### config.mk
export PLATFORM = sky130hd
export DESIGN_NAME = periph_top
export DESIGN_NICKNAME = d
export VERILOG_FILES = /design/src/periph_pkg.sv /design/src/periph_timer.sv /design/src/pwm_gen.sv /design/src/irq_ctrl.sv /design/src/periph_regs.sv /design/src/periph_top.sv
export SDC_FILE = /design/constraint.sdc
export NUM_CORES = 1
export LEC_CHECK = 0
export ABC_AREA = 1
export BUFFER_PORTS_ARGS = -buffer_cell sky130_fd_sc_hd__buf_4
export CAP_MARGIN = 30
export CORE_ASPECT_RATIO = 1.25
export CORE_MARGIN = 2
export CORE_UTILIZATION = 60
export CTS_BUF_LIST = sky130_fd_sc_hd__clkbuf_16
export CTS_CLUSTER_SIZE = 14
export DETAILED_ROUTE_END_ITERATION = 12
export GPL_TIMING_DRIVEN = 0
export PLACE_DENSITY_LB_ADDON = 0.1
export SETUP_SLACK_MARGIN = 0.1
export SYNTH_ARGS = -nofsm -noshare
export SYNTH_HDL_FRONTEND = slang
export SYNTH_SLANG_ARGS = --single-unit
### constraint.sdc
create_clock -name clk -period 4.55 [get_ports clk]
set_input_delay 0.2275 -clock clk [delete_from_list [all_inputs] [get_ports clk]]
set_output_delay 0.2275 -clock clk [all_outputs]
set_load 0.02 [all_outputs]
### src/periph_pkg.sv
`default_nettype none

package periph_pkg;

	typedef logic [31:0] word_t;   // Bus data word, also timer counts and tops
	typedef logic [4:0]  addr_t;   // Register word address
	typedef logic [16:0] presc_t;
	typedef logic [7:0]  port_t;   // GPIO port or byte-wide register
	typedef logic [2:0]  irq_vec_t;

	typedef enum logic [1:0] {
		IRQ_MASKED  = 2'd0,
		IRQ_ENABLED = 2'd1,
		IRQ_SERVING = 2'd2
	} irq_state_t;

	// Register map
	localparam addr_t ADDR_TIMER0    = 5'd0;
	localparam addr_t ADDR_TIMER1    = 5'd1;
	localparam addr_t ADDR_TOP0      = 5'd2;
	localparam addr_t ADDR_TOP1      = 5'd3;
	localparam addr_t ADDR_PRESC0    = 5'd4;
	localparam addr_t ADDR_PRESC1    = 5'd5;
	localparam addr_t ADDR_GPIO_DIR  = 5'd11;
	localparam addr_t ADDR_GPIO_DAT  = 5'd12;
	localparam addr_t ADDR_GPIO_IN   = 5'd13;
	localparam addr_t ADDR_ALT_FUNCT = 5'd14;
	localparam addr_t ADDR_IRQ_CTL   = 5'd15;
	localparam addr_t ADDR_ID0       = 5'd18;
	localparam addr_t ADDR_ID1       = 5'd19;
	localparam addr_t ADDR_PWM       = 5'd20;

	localparam word_t ID0_WORD = {8'h72, 8'h69, 8'h68, 8'h43};  // "Chir", first byte lowest
	localparam word_t ID1_WORD = {16'h0000, 8'h21, 8'h70};
	localparam word_t READ_UNMAPPED = 32'hFFFF_FFFF;

	localparam presc_t PRESC_RESET    = 17'd100;
	localparam port_t  GPIO_DAT_RESET = 8'h55;
	localparam port_t  PWM_RESET      = 8'd66;

	// Bit positions in the alternate-function register
	localparam int ALT_T1_TOGGLE = 0;
	localparam int ALT_EDGE_IRQ  = 1;
	localparam int ALT_T0_IRQ    = 2;
	localparam int ALT_FORCE_LOW = 3;
	localparam int ALT_PWM_OUT   = 5;

endpackage

`default_nettype wire

### src/periph_timer.sv
`timescale 1ns/100ps
`default_nettype none

module periph_timer #(
	parameter int TIMER_W = 32,
	parameter int PRESC_W = 17
) (
	input  wire                  clk,
	input  wire                  rst,
	input  wire                  wr_count_i,
	input  wire                  wr_top_i,
	input  wire                  wr_presc_i,
	input  wire periph_pkg::word_t wdata_i,
	output periph_pkg::word_t    count_o,
	output periph_pkg::word_t    top_o,
	output periph_pkg::presc_t   presc_o,
	output logic                 wrap_o
);

	logic [TIMER_W-1:0] count_q;
	logic [TIMER_W-1:0] top_q;
	logic [PRESC_W-1:0] presc_q;
	logic [PRESC_W-1:0] pre_cnt_q;
	logic               step;

	// The count moves only on the cycle where the pre-counter hits the prescaler
	assign step = pre_cnt_q == presc_q;

	// Combinational so that listeners see the wrap at the same edge the count clears
	assign wrap_o = step && (count_q == top_q);

	assign count_o = periph_pkg::word_t'(count_q);
	assign top_o   = periph_pkg::word_t'(top_q);
	assign presc_o = periph_pkg::presc_t'(presc_q);

	always_ff @(posedge clk) begin
		if (rst) begin
			pre_cnt_q <= '0;
		end else if (step) begin
			pre_cnt_q <= '0;
		end else begin
			pre_cnt_q <= pre_cnt_q + 1'b1;  // Not cleared by register writes
		end
	end

	always_ff @(posedge clk) begin
		if (rst) begin
			count_q <= '0;
		end else if (wr_count_i) begin
			count_q <= TIMER_W'(wdata_i);
		end else if (wrap_o) begin
			count_q <= '0;
		end else if (step) begin
			count_q <= count_q + 1'b1;
		end
	end

	always_ff @(posedge clk) begin
		if (rst) begin
			top_q   <= '1;
			presc_q <= PRESC_W'(periph_pkg::PRESC_RESET);
		end else begin
			if (wr_top_i)
				top_q <= TIMER_W'(wdata_i);
			if (wr_presc_i)
				presc_q <= PRESC_W'(wdata_i);
		end
	end

endmodule

`default_nettype wire

### src/pwm_gen.sv
`timescale 1ns/100ps
`default_nettype none

module pwm_gen (
	input  wire                    clk,
	input  wire                    rst,
	input  wire                    wr_setting_i,
	input  wire periph_pkg::port_t wdata_i,
	output periph_pkg::port_t      setting_o,
	output logic                   pwm_o
);

	periph_pkg::port_t cnt_q;
	periph_pkg::port_t cnt_next;

	assign cnt_next = cnt_q + 1'b1;

	always_ff @(posedge clk) begin
		if (rst) begin
			cnt_q     <= '0;
			setting_o <= periph_pkg::PWM_RESET;
			pwm_o     <= 1'b0;
		end else begin
			cnt_q <= cnt_next;
			if (cnt_next == '0)
				pwm_o <= 1'b0;
			// Checked second, so a setting of 0 keeps the output high all period
			if (cnt_next >= setting_o)
				pwm_o <= 1'b1;
			if (wr_setting_i)
				setting_o <= wdata_i;
		end
	end

endmodule

`default_nettype wire

### src/irq_ctrl.sv
`timescale 1ns/100ps
`default_nettype none

module irq_ctrl (
	input  wire                    clk,
	input  wire                    rst,
	input  wire                    ctl_wr_i,
	input  wire periph_pkg::word_t wdata_i,
	input  wire                    edge_pin_i,
	input  wire                    t0_wrap_i,
	input  wire periph_pkg::port_t alt_i,
	input  wire                    irq_ack_i,
	input  wire                    irq_return_i,
	output logic                   irq_o,
	output periph_pkg::irq_vec_t   irq_vec_o
);

	// Control register bits
	localparam int CTL_CLR_INT0 = 0;
	localparam int CTL_CLR_INT1 = 1;
	localparam int CTL_SET_INT2 = 2;
	localparam int CTL_ENABLE   = 3;
	localparam int CTL_UPD_EN   = 4;
	localparam int CTL_CLR_INT2 = 5;

	logic int0_q;
	logic int1_q;
	logic int2_q;
	logic edge_q;

	periph_pkg::irq_state_t state_q;
	periph_pkg::irq_state_t state_d;

	assign irq_o = (int0_q || int1_q || int2_q) && (state_q == periph_pkg::IRQ_ENABLED);

	// Timer source outranks the software source, edge pin is the fallback
	assign irq_vec_o = int1_q ? 3'd2 : (int2_q ? 3'd3 : 3'd1);

	always_comb begin
		state_d = state_q;
		case (state_q)
			periph_pkg::IRQ_ENABLED:
				if (irq_ack_i)
					state_d = periph_pkg::IRQ_SERVING;
			periph_pkg::IRQ_SERVING:
				if (irq_return_i)
					state_d = periph_pkg::IRQ_ENABLED;
			default: ;
		endcase
		if (ctl_wr_i && wdata_i[CTL_UPD_EN])
			state_d = wdata_i[CTL_ENABLE] ? periph_pkg::IRQ_ENABLED : periph_pkg::IRQ_MASKED;
	end

	always_ff @(posedge clk) begin
		if (rst)
			state_q <= periph_pkg::IRQ_MASKED;
		else
			state_q <= state_d;
	end

	always_ff @(posedge clk) begin
		if (rst) begin
			int0_q <= 1'b0;
			int1_q <= 1'b0;
			int2_q <= 1'b0;
			edge_q <= 1'b0;
		end else begin
			if (alt_i[periph_pkg::ALT_EDGE_IRQ]) begin
				if (edge_pin_i && !edge_q)
					int0_q <= 1'b1;
				edge_q <= edge_pin_i;
			end else begin
				edge_q <= 1'b0;  // A pin already high counts as an edge once enabled
			end
			if (alt_i[periph_pkg::ALT_T0_IRQ] && t0_wrap_i)
				int1_q <= 1'b1;
			// Software writes come last and override the sources
			if (ctl_wr_i) begin
				if (wdata_i[CTL_CLR_INT0])
					int0_q <= 1'b0;
				if (wdata_i[CTL_CLR_INT1])
					int1_q <= 1'b0;
				int2_q <= wdata_i[CTL_SET_INT2] && !wdata_i[CTL_CLR_INT2];
			end
		end
	end

endmodule

`default_nettype wire

### src/periph_regs.sv
`timescale 1ns/100ps
`default_nettype none

module periph_regs (
	input  wire                     clk,
	input  wire                     rst,
	input  wire periph_pkg::addr_t  addr_i,
	input  wire periph_pkg::word_t  wdata_i,
	input  wire                     wen_i,
	output periph_pkg::word_t       rdata_o,
	input  wire periph_pkg::port_t  gpio_in_i,
	output periph_pkg::port_t       gpio_out_o,
	output periph_pkg::port_t       gpio_oeb_o,
	input  wire periph_pkg::word_t  count0_i,
	input  wire periph_pkg::word_t  top0_i,
	input  wire periph_pkg::presc_t presc0_i,
	input  wire periph_pkg::word_t  count1_i,
	input  wire periph_pkg::word_t  top1_i,
	input  wire periph_pkg::presc_t presc1_i,
	input  wire periph_pkg::port_t  pwm_setting_i,
	input  wire                     t1_wrap_i,
	input  wire                     pwm_i,
	output periph_pkg::port_t       alt_o,
	output logic                    wr_count0_o,
	output logic                    wr_top0_o,
	output logic                    wr_presc0_o,
	output logic                    wr_count1_o,
	output logic                    wr_top1_o,
	output logic                    wr_presc1_o,
	output logic                    wr_pwm_o,
	output logic                    ctl_wr_o
);

	periph_pkg::port_t dir_q;
	periph_pkg::port_t dat_q;
	periph_pkg::port_t alt_q;
	logic              wr_dir;
	logic              wr_dat;
	logic              wr_alt;

	// One decode per address, the blocks behind it only see strobes
	assign wr_count0_o = wen_i && (addr_i == periph_pkg::ADDR_TIMER0);
	assign wr_count1_o = wen_i && (addr_i == periph_pkg::ADDR_TIMER1);
	assign wr_top0_o   = wen_i && (addr_i == periph_pkg::ADDR_TOP0);
	assign wr_top1_o   = wen_i && (addr_i == periph_pkg::ADDR_TOP1);
	assign wr_presc0_o = wen_i && (addr_i == periph_pkg::ADDR_PRESC0);
	assign wr_presc1_o = wen_i && (addr_i == periph_pkg::ADDR_PRESC1);
	assign wr_pwm_o    = wen_i && (addr_i == periph_pkg::ADDR_PWM);
	assign ctl_wr_o    = wen_i && (addr_i == periph_pkg::ADDR_IRQ_CTL);
	assign wr_dir      = wen_i && (addr_i == periph_pkg::ADDR_GPIO_DIR);
	assign wr_dat      = wen_i && (addr_i == periph_pkg::ADDR_GPIO_DAT);
	assign wr_alt      = wen_i && (addr_i == periph_pkg::ADDR_ALT_FUNCT);

	assign gpio_out_o = dat_q;
	assign gpio_oeb_o = ~dir_q;  // A direction bit of 1 drives the pin
	assign alt_o      = alt_q;

	always_ff @(posedge clk) begin
		if (rst) begin
			dir_q <= '0;
			alt_q <= '0;
		end else begin
			if (wr_dir)
				dir_q <= periph_pkg::port_t'(wdata_i);
			if (wr_alt)
				alt_q <= periph_pkg::port_t'(wdata_i);
		end
	end

	always_ff @(posedge clk) begin
		if (rst) begin
			dat_q <= periph_pkg::GPIO_DAT_RESET;
		end else begin
			if (alt_q[periph_pkg::ALT_T1_TOGGLE] && t1_wrap_i)
				dat_q[0] <= ~dat_q[0];
			if (alt_q[periph_pkg::ALT_FORCE_LOW])
				dat_q[0] <= 1'b0;  // Later assignment, so it beats the toggle
			if (alt_q[periph_pkg::ALT_PWM_OUT])
				dat_q[1] <= pwm_i;
			// A bus write to the data register takes the whole byte
			if (wr_dat)
				dat_q <= periph_pkg::port_t'(wdata_i);
		end
	end

	always_comb begin
		case (addr_i)
			periph_pkg::ADDR_TIMER0:
				rdata_o = count0_i;
			periph_pkg::ADDR_TIMER1:
				rdata_o = count1_i;
			periph_pkg::ADDR_TOP0:
				rdata_o = top0_i;
			periph_pkg::ADDR_TOP1:
				rdata_o = top1_i;
			periph_pkg::ADDR_PRESC0:
				rdata_o = periph_pkg::word_t'(presc0_i);
			periph_pkg::ADDR_PRESC1:
				rdata_o = periph_pkg::word_t'(presc1_i);
			periph_pkg::ADDR_GPIO_DIR:
				rdata_o = periph_pkg::word_t'(dir_q);
			periph_pkg::ADDR_GPIO_DAT:
				rdata_o = periph_pkg::word_t'(dat_q);
			periph_pkg::ADDR_GPIO_IN:
				rdata_o = periph_pkg::word_t'(gpio_in_i);
			periph_pkg::ADDR_ALT_FUNCT:
				rdata_o = periph_pkg::word_t'(alt_q);
			periph_pkg::ADDR_ID0:
				rdata_o = periph_pkg::ID0_WORD;
			periph_pkg::ADDR_ID1:
				rdata_o = periph_pkg::ID1_WORD;
			periph_pkg::ADDR_PWM:
				rdata_o = periph_pkg::word_t'(pwm_setting_i);
			default:
				rdata_o = periph_pkg::READ_UNMAPPED;  // Includes the write-only control register
		endcase
	end

endmodule

`default_nettype wire

### src/periph_top.sv
`timescale 1ns/100ps
`default_nettype none

module periph_top #(
	parameter int TIMER_W = 32,
	parameter int PRESC_W = 17
) (
	input  wire                    clk,
	input  wire                    rst,
	input  wire periph_pkg::addr_t addr_i,
	input  wire periph_pkg::word_t wdata_i,
	input  wire                    wen_i,
	output periph_pkg::word_t      rdata_o,
	input  wire periph_pkg::port_t gpio_in_i,
	output periph_pkg::port_t      gpio_out_o,
	output periph_pkg::port_t      gpio_oeb_o,
	input  wire                    irq_ack_i,
	input  wire                    irq_return_i,
	output logic                   irq_o,
	output periph_pkg::irq_vec_t   irq_vec_o
);

	periph_pkg::word_t  count0;
	periph_pkg::word_t  top0;
	periph_pkg::presc_t presc0;
	periph_pkg::word_t  count1;
	periph_pkg::word_t  top1;
	periph_pkg::presc_t presc1;
	periph_pkg::port_t  pwm_setting;
	periph_pkg::port_t  alt;
	logic               t0_wrap;
	logic               t1_wrap;
	logic               pwm;
	logic               wr_count0;
	logic               wr_top0;
	logic               wr_presc0;
	logic               wr_count1;
	logic               wr_top1;
	logic               wr_presc1;
	logic               wr_pwm;
	logic               ctl_wr;

	periph_regs i_regs (
		.clk           (clk),
		.rst           (rst),
		.addr_i        (addr_i),
		.wdata_i       (wdata_i),
		.wen_i         (wen_i),
		.rdata_o       (rdata_o),
		.gpio_in_i     (gpio_in_i),
		.gpio_out_o    (gpio_out_o),
		.gpio_oeb_o    (gpio_oeb_o),
		.count0_i      (count0),
		.top0_i        (top0),
		.presc0_i      (presc0),
		.count1_i      (count1),
		.top1_i        (top1),
		.presc1_i      (presc1),
		.pwm_setting_i (pwm_setting),
		.t1_wrap_i     (t1_wrap),
		.pwm_i         (pwm),
		.alt_o         (alt),
		.wr_count0_o   (wr_count0),
		.wr_top0_o     (wr_top0),
		.wr_presc0_o   (wr_presc0),
		.wr_count1_o   (wr_count1),
		.wr_top1_o     (wr_top1),
		.wr_presc1_o   (wr_presc1),
		.wr_pwm_o      (wr_pwm),
		.ctl_wr_o      (ctl_wr)
	);

	periph_timer #(
		.TIMER_W (TIMER_W),
		.PRESC_W (PRESC_W)
	) i_timer0 (
		.clk        (clk),
		.rst        (rst),
		.wr_count_i (wr_count0),
		.wr_top_i   (wr_top0),
		.wr_presc_i (wr_presc0),
		.wdata_i    (wdata_i),
		.count_o    (count0),
		.top_o      (top0),
		.presc_o    (presc0),
		.wrap_o     (t0_wrap)
	);

	periph_timer #(
		.TIMER_W (TIMER_W),
		.PRESC_W (PRESC_W)
	) i_timer1 (
		.clk        (clk),
		.rst        (rst),
		.wr_count_i (wr_count1),
		.wr_top_i   (wr_top1),
		.wr_presc_i (wr_presc1),
		.wdata_i    (wdata_i),
		.count_o    (count1),
		.top_o      (top1),
		.presc_o    (presc1),
		.wrap_o     (t1_wrap)
	);

	pwm_gen i_pwm (
		.clk          (clk),
		.rst          (rst),
		.wr_setting_i (wr_pwm),
		.wdata_i      (wdata_i[7:0]),
		.setting_o    (pwm_setting),
		.pwm_o        (pwm)
	);

	irq_ctrl i_irq (
		.clk          (clk),
		.rst          (rst),
		.ctl_wr_i     (ctl_wr),
		.wdata_i      (wdata_i),
		.edge_pin_i   (gpio_in_i[1]),  // Edge interrupt pin
		.t0_wrap_i    (t0_wrap),
		.alt_i        (alt),
		.irq_ack_i    (irq_ack_i),
		.irq_return_i (irq_return_i),
		.irq_o        (irq_o),
		.irq_vec_o    (irq_vec_o)
	);

endmodule

`default_nettype wire

==> results of run 1 <==
## flip-flops by register name, indices dropped and copies added, names as in the netlist, 2 cells and up
signal and cells:
i_timer0.count_o 32, i_timer0.top_o 32, i_timer1.count_o 32, i_timer1.top_o 32, i_timer0.pre_cnt_q 17, i_timer0.presc_o 17, i_timer1.pre_cnt_q 17, i_timer1.presc_o 17
i_pwm.cnt_q 8, i_pwm.setting_o 8, i_regs.alt_o 8, i_regs.dir_q 8, i_regs.gpio_out_o 8, i_irq.state_q 2
## routing by layer
metal / routed length, um / track usage [%]
met1: 20400 / 49.4
met5: 0 / 0
met3: 6290 / 7.88
met2: 26200 / 70.0
met4: 4470 / 27.2
## layout make-up
cell class	count	area, um2
antenna	1	2.50
buffer	135	634
clock buffer	27	676
clock inverter	22	277
fill	2194	7210
inverter	300	1130
multi-input combinational	1663	8380
sequential	243	4860
tap	330	413
timing repair buffer	116	918
## critical path: cells and delay by family
family                 cells  cell delay [ns]
buffers and inverters      4             0.80
AND/OR/NAND/NOR            5             1.25
## where the power goes
part           internal (mW)  leakage (nW)  switching, mW  total, mW
Clock                   1.43         0.449          0.977       2.40
Combinational          0.171          5.13          0.342      0.513
Sequential              2.15          1.97         0.0276       2.18
## path summary, 6_finish.rpt
path,endpoint,slack (ns),cells past startpoint
setup / recovery,rdata_o[1],2.04,9
setup reg to reg,i_pwm.pwm_o$_SDFFE_PP0P_,2.30,10
hold / removal,i_timer0.top_o[13]$_SDFFE_PP1P_,0.02,3
hold reg to reg,i_pwm.pwm_o$_SDFFE_PP0P_,0.47,2
## synth_stat cells (8+ instances only)
cell type / instances / area [um2]
nand3_1: 180 / 901
nand2_1: 616 / 2310
clkbuf_1: 44 / 165
xnor2_1: 70 / 613
a21oi_1: 161 / 806
xor2_1: 63 / 552
buf_2: 52 / 260
inv_2: 16 / 60.1
o2111ai_1: 10 / 87.6
buf_4: 8 / 60.1
clkbuf_2: 26 / 130
ha_1: 14 / 175
a221oi_1: 26 / 228
dfxtp_1: 243 / 4860
inv_1: 282 / 1060
nor2_2: 17 / 106
o22ai_1: 13 / 81.3
o211ai_1: 14 / 105
nor2_1: 221 / 830
o21ai_0: 99 / 495
nand4_1: 87 / 544
nor3_1: 20 / 100
## logic make-up after synthesis
family	synth area share [%]
AND/OR/NAND/NOR	33.7
flip-flops	32.4
other	0.0250
buffers and inverters	11.7
AO/OA/AOI/OAI	13.1
adder cells (fa/ha/maj)	1.17
XOR/XNOR	7.76
## metrics by stage
| step | area, um2 | cells | hold slack (ns) | util, % | setup slack (ns) |
|---|---|---|---|---|---|
| 5_1_grt | 17300 | 2836 | 0.00665 | 70.6 | 1.99 |
| 2_1_floorplan | 15000 | 2341 | 0.354 | - | 2.67 |
| 3_3_place_gp | 16100 | 2768 | 0.449 | 65.9 | 2.14 |
| 4_1_cts | 17300 | 2836 | 0.00162 | 70.6 | 2.15 |
| 6_report | 17300 | 2837 | 0.0225 | 70.6 | 2.04 |
| 3_5_place_dp | 16100 | 2768 | 0.463 | 65.9 | 2.18 |
==> run metrics, run 1 <==
buffers added on ports=97; CTS tree=built; Overall Power=5.10 mW; type of the worst setup path=primary input to output port; DR pass1 iterations=6; Wirelength per Cell=20.2 um; clock latency at the later pin of the worst-skew pair=0.56 ns; GRT Total Usage=41.9%; most frequent cells in the layout=nand2_1, inv_1, dfxtp_1, nor2_1, nand3_1; commonest non-fill, non-tap cell in the layout=nand2_1; core area=24500 um2; max-slew violations=0; synth warn=0; Worst Tran Pin Value=1.01 ns; most used cell, CP=buf_4; syn avg cell area=6.41 um2; RSZ-0062 raised after global routing=false; Vias/cell=5.97; required time worst endpoint=4.32 ns; via count=16900; Leak=7.54 nW; Die Wd=145 um; number of cell rows=64; Async SR Flop Fraction=0%; starting density of the core=61.2%; Post-Synthesis Cells=2341; final setup fails=0; gpl congestion=1.03; post-DP HPWL=43400 um; height of the die=181 um; number of nets at the end of the flow=2550; f_max=399 MHz; CP Max Fanout=10; max_cap viols=0; # H-tree levels=1; Ports=102; Cell variety after synth=46; post-CTS sizing=0; sequential fraction of the synthesis area=32.4%; Crit path largest cell delay=0.37 ns; clk root buf=clkbuf_16; clock slew at reported path FFs=0.06 ns; Post-synth EDFFs=0; Final Hold Viols=0; Detailed Route WL=57400 um; Worst setup SP type=primary input; fin crit period=2.51 ns; Slew headroom=32.5%; DRC viols=0; status=complete, no violations; total CTS buffers=27; maximum vdd drop=0.425 mV; post-route ant nets=0; hold path startpoint=wdata_i[13]; first-pass GRT wire length=86500 um; vias in the first global route=15700; clk buf depth=3; setup tns final=0 ns; fraction of layout instances using a drive strength above 1=11.0%; DIE AREA=26300 um2; total gr overflow=0; Setup Skew=0.0170 ns; period utilisation layout=55.1%; critical path's slowest cell=nand3_1; worst path cell trace=buf_4 -> nor2_4 -> nand3_1 -> nand2_1 -> inv_1 -> nand4_2 -> buf_2 -> nand4_1 -> buf_4; Area Overhead vs Synth=15.2%; Worst Hold Class=primary input to flop; Post-CTS Setup Inserts=0; clock sink count=243; initial antenna violation count=1; PwrDens=295 nW/um2; Hold-fix buffers, CTS=19; critical path launch point=addr_i[3]; Crit Reg-Reg Startpoint=i_pwm.cnt_q[0]$_SDFF_PP0_; crit path DAT=2.28 ns; largest net degree at the start of global routing=15; Mapped Nets=2405; CP endpoint kind=output port; #FFs+latches synth=243; initial DRC count=1839; Top FF cell, synth=dfxtp_1; Mapped Area=15000 um2
No activity file was read; power rests on OpenSTA's default activity.
==> run 2: changes to the inputs <==
--- a/config.mk
+++ b/config.mk
@@ -10,7 +10,7 @@
 export CAP_MARGIN = 30
 export CORE_ASPECT_RATIO = 1.25
 export CORE_MARGIN = 2
-export CORE_UTILIZATION = 60
+export CORE_UTILIZATION = 56
 export CTS_BUF_LIST = sky130_fd_sc_hd__clkbuf_16
 export CTS_CLUSTER_SIZE = 14
 export DETAILED_ROUTE_END_ITERATION = 12
==> constraint.sdc (replaced) <==
create_clock -name clk -period 2.01 [get_ports clk]
set_input_delay 0.1005 -clock clk [delete_from_list [all_inputs] [get_ports clk]]
set_output_delay 0.1005 -clock clk [all_outputs]
set_load 0.02 [all_outputs]
==> run metrics, run 2 (same netlist as run 1, synthesis figures left out) <==
Wirelength per Cell=20.6 um (+2.0%); clock sink count=243 (unchanged); via count=16800 (-0.57%); Die Wd=150 um (+3.4%); gpl congestion=1.03 (+0.74%); critical path launch point=i_timer0.presc_o[13]$_SDFFE_PP0P_; Seq pwr share=44.1% (+1.3 points); post-DP HPWL=44700 um (+3.1%); Worst Hold Class=primary input to flop; fraction of layout instances using a drive strength above 1=16.4% (+5.3 points); Final Hold Viols=0 (unchanged); Layout Cells excl Fill=2877 (+1.4%); Power Internal=8.24 mW (+120%); commonest non-fill, non-tap cell in the layout=nand2_1; vias in the first global route=15500 (-1.2%); Worst Tran Pin Value=1.07 ns (+0.0596 ns); CP endpoint kind=output port; status=complete, no violations; fillers=2438 (+11%); Crit Reg-Reg Startpoint=i_pwm.cnt_q[0]$_SDFF_PP0_; final setup fails=0 (unchanged); clock slew at reported path FFs=0.06 ns (about the same); initial antenna violation count=0 (-1); first-pass GRT wire length=87300 um (+0.95%); Post-Place Cells=2783 (+0.54%); CP Max Fanout=3 (-7); Ant. Diodes=0 (-1); DR pass1 iterations=8 (+2); crit path DAT=1.83 ns (-0.45 ns); Comb power frac=11.2% (+1.1 points); Vias/cell=5.85 (-2.0%); clk buf depth=3 (unchanged); fin crit period=1.93 ns; clock latency at the later pin of the worst-skew pair=0.55 ns (about the same); Slew headroom=28.5% (-4.0 points); setup tns final=0 ns (unchanged); clock share of power=44.6% (-2.5 points); RSZ-0062 raised after global routing=true; Area Overhead vs Synth=20.7%; most frequent cells in the layout=nand2_1, inv_1, dfxtp_1, nor2_1, nand3_1; PwrDens=618 nW/um2 (+110%); DIE AREA=28100 um2 (+7.0%); period utilisation layout=96.1%; number of cell rows=67 (+4.7%); Detailed Route WL=59400 um (+3.5%); Fin Hold WS=0.0104 ns (-0.0121 ns); number of nets at the end of the flow=2580 (+1.2%); largest net degree at the start of global routing=13 (-2); maximum vdd drop=0.609 mV (+44%); FF/Latch Area=4900 um2 (+0.82%); hold path startpoint=irq_return_i; max_cap viols=0 (unchanged); max-slew violations=0 (unchanged); buffers added on ports=97 (unchanged); starting density of the core=56.5% (-4.8 points); DRC viols=0 (unchanged); required time worst endpoint=1.91 ns (-2.41 ns); f_max=518 MHz; Ports=102 (unchanged); total gr overflow=0 (unchanged); CTS tree=built; core area=26600 um2 (+8.5%); type of the worst setup path=flop to output port; initial DRC count=1557 (-15%); Worst setup SP type=flop; Hold Path Cell Cnt=5 (+2); area occupied by multi-input gates=8820 um2 (+5.3%); post-route ant nets=0 (unchanged); clk root buf=clkbuf_16; Leak=7.85 nW (+4.1%); GRT Total Usage=40.8% (-1.2 points); P_sw=2.95 mW (+120%); Setup Skew=0.0115 ns (-0.00553 ns); # H-tree levels=1 (unchanged); total CTS buffers=27 (unchanged); Sw Share=26.4% (-0.033 points); height of the die=187 um (+3.4%); Worst Reg-to-Reg Cells=10 (unchanged)
run 2: cell types whose count changed in the layout (fill, tap and decap cells not counted), sizes merged:
cell         before  now
bufinv            6    4
inv             301  302
buf             162  184
clkinv           10   12
diode             1    0
clkinvlp          5    0
dlygate4sd3      19   32
clkbuf           97   92
run 2: final timing paths:
kind                                      endpoint  slack [ns]
setup reg to reg          i_pwm.pwm_o$_SDFFE_PP0P_        0.10
hold / removal       i_irq.state_q[0]$_SDFFE_PP0P_        0.01
hold reg to reg   i_timer1.pre_cnt_q[0]$_SDFF_PP0_        0.43
setup / recovery                       rdata_o[13]        0.08
run 2: worst max-delay path, stage by stage, from the launching register on:
cell and delay, ns:
dfxtp_1 0.37, a221oi_1 0.50, nand3_1 0.21, buf_4 0.21
run 2: cell type report:
cell class	count	share of cell area, %
tap	345	2.38
sequential	243	27.1
inverter	300	6.24
buffer	135	4.19
clock buffer	27	3.73
clock inverter	18	0.981
multi-input combinational	1663	48.7
timing repair buffer	146	6.69
run 2: metrics by stage:
stage                     util, %  power (mW)  cell area [um2]  setup WS [ns]
after floorplan                 -        5.60            15000          0.126
after CTS                    66.1        11.1            17600       0.000702
final                        68.2        11.2            18100         0.0780
after global routing         68.2        11.4            18100       -0.00482
after global placement       60.8        6.13            16200         -0.239
after detailed placement     60.8        6.14            16200         -0.245
run 2: timing repair:
item                       in CTS  in global routing
setup endpoints to repair     115                117
hold buffers                   32                  0
setup buffers                   6                 11
cloned                          0                  0
hold endpoints to repair      118                  0
gates resized for setup        58                175
pin swaps                      13                 34
run 2: power groups by stage:
stage	sequential, mW	combinational (mW)	clock [mW]
detailed placement	5.04	1.10	0
global placement	5.04	1.09	0
floorplan	5.02	0.574	0
CTS	4.94	1.17	5.00
finish	4.94	1.25	5.00
global route	4.94	1.31	5.18
run 2: metal layers:
layer | wire length, um | GRT usage [%]
met2 | 27900 | 68.3
met1 | 21900 | 49.3
met5 | 0 | 0
met4 | 4250 | 24.1
met3 | 5290 | 5.56
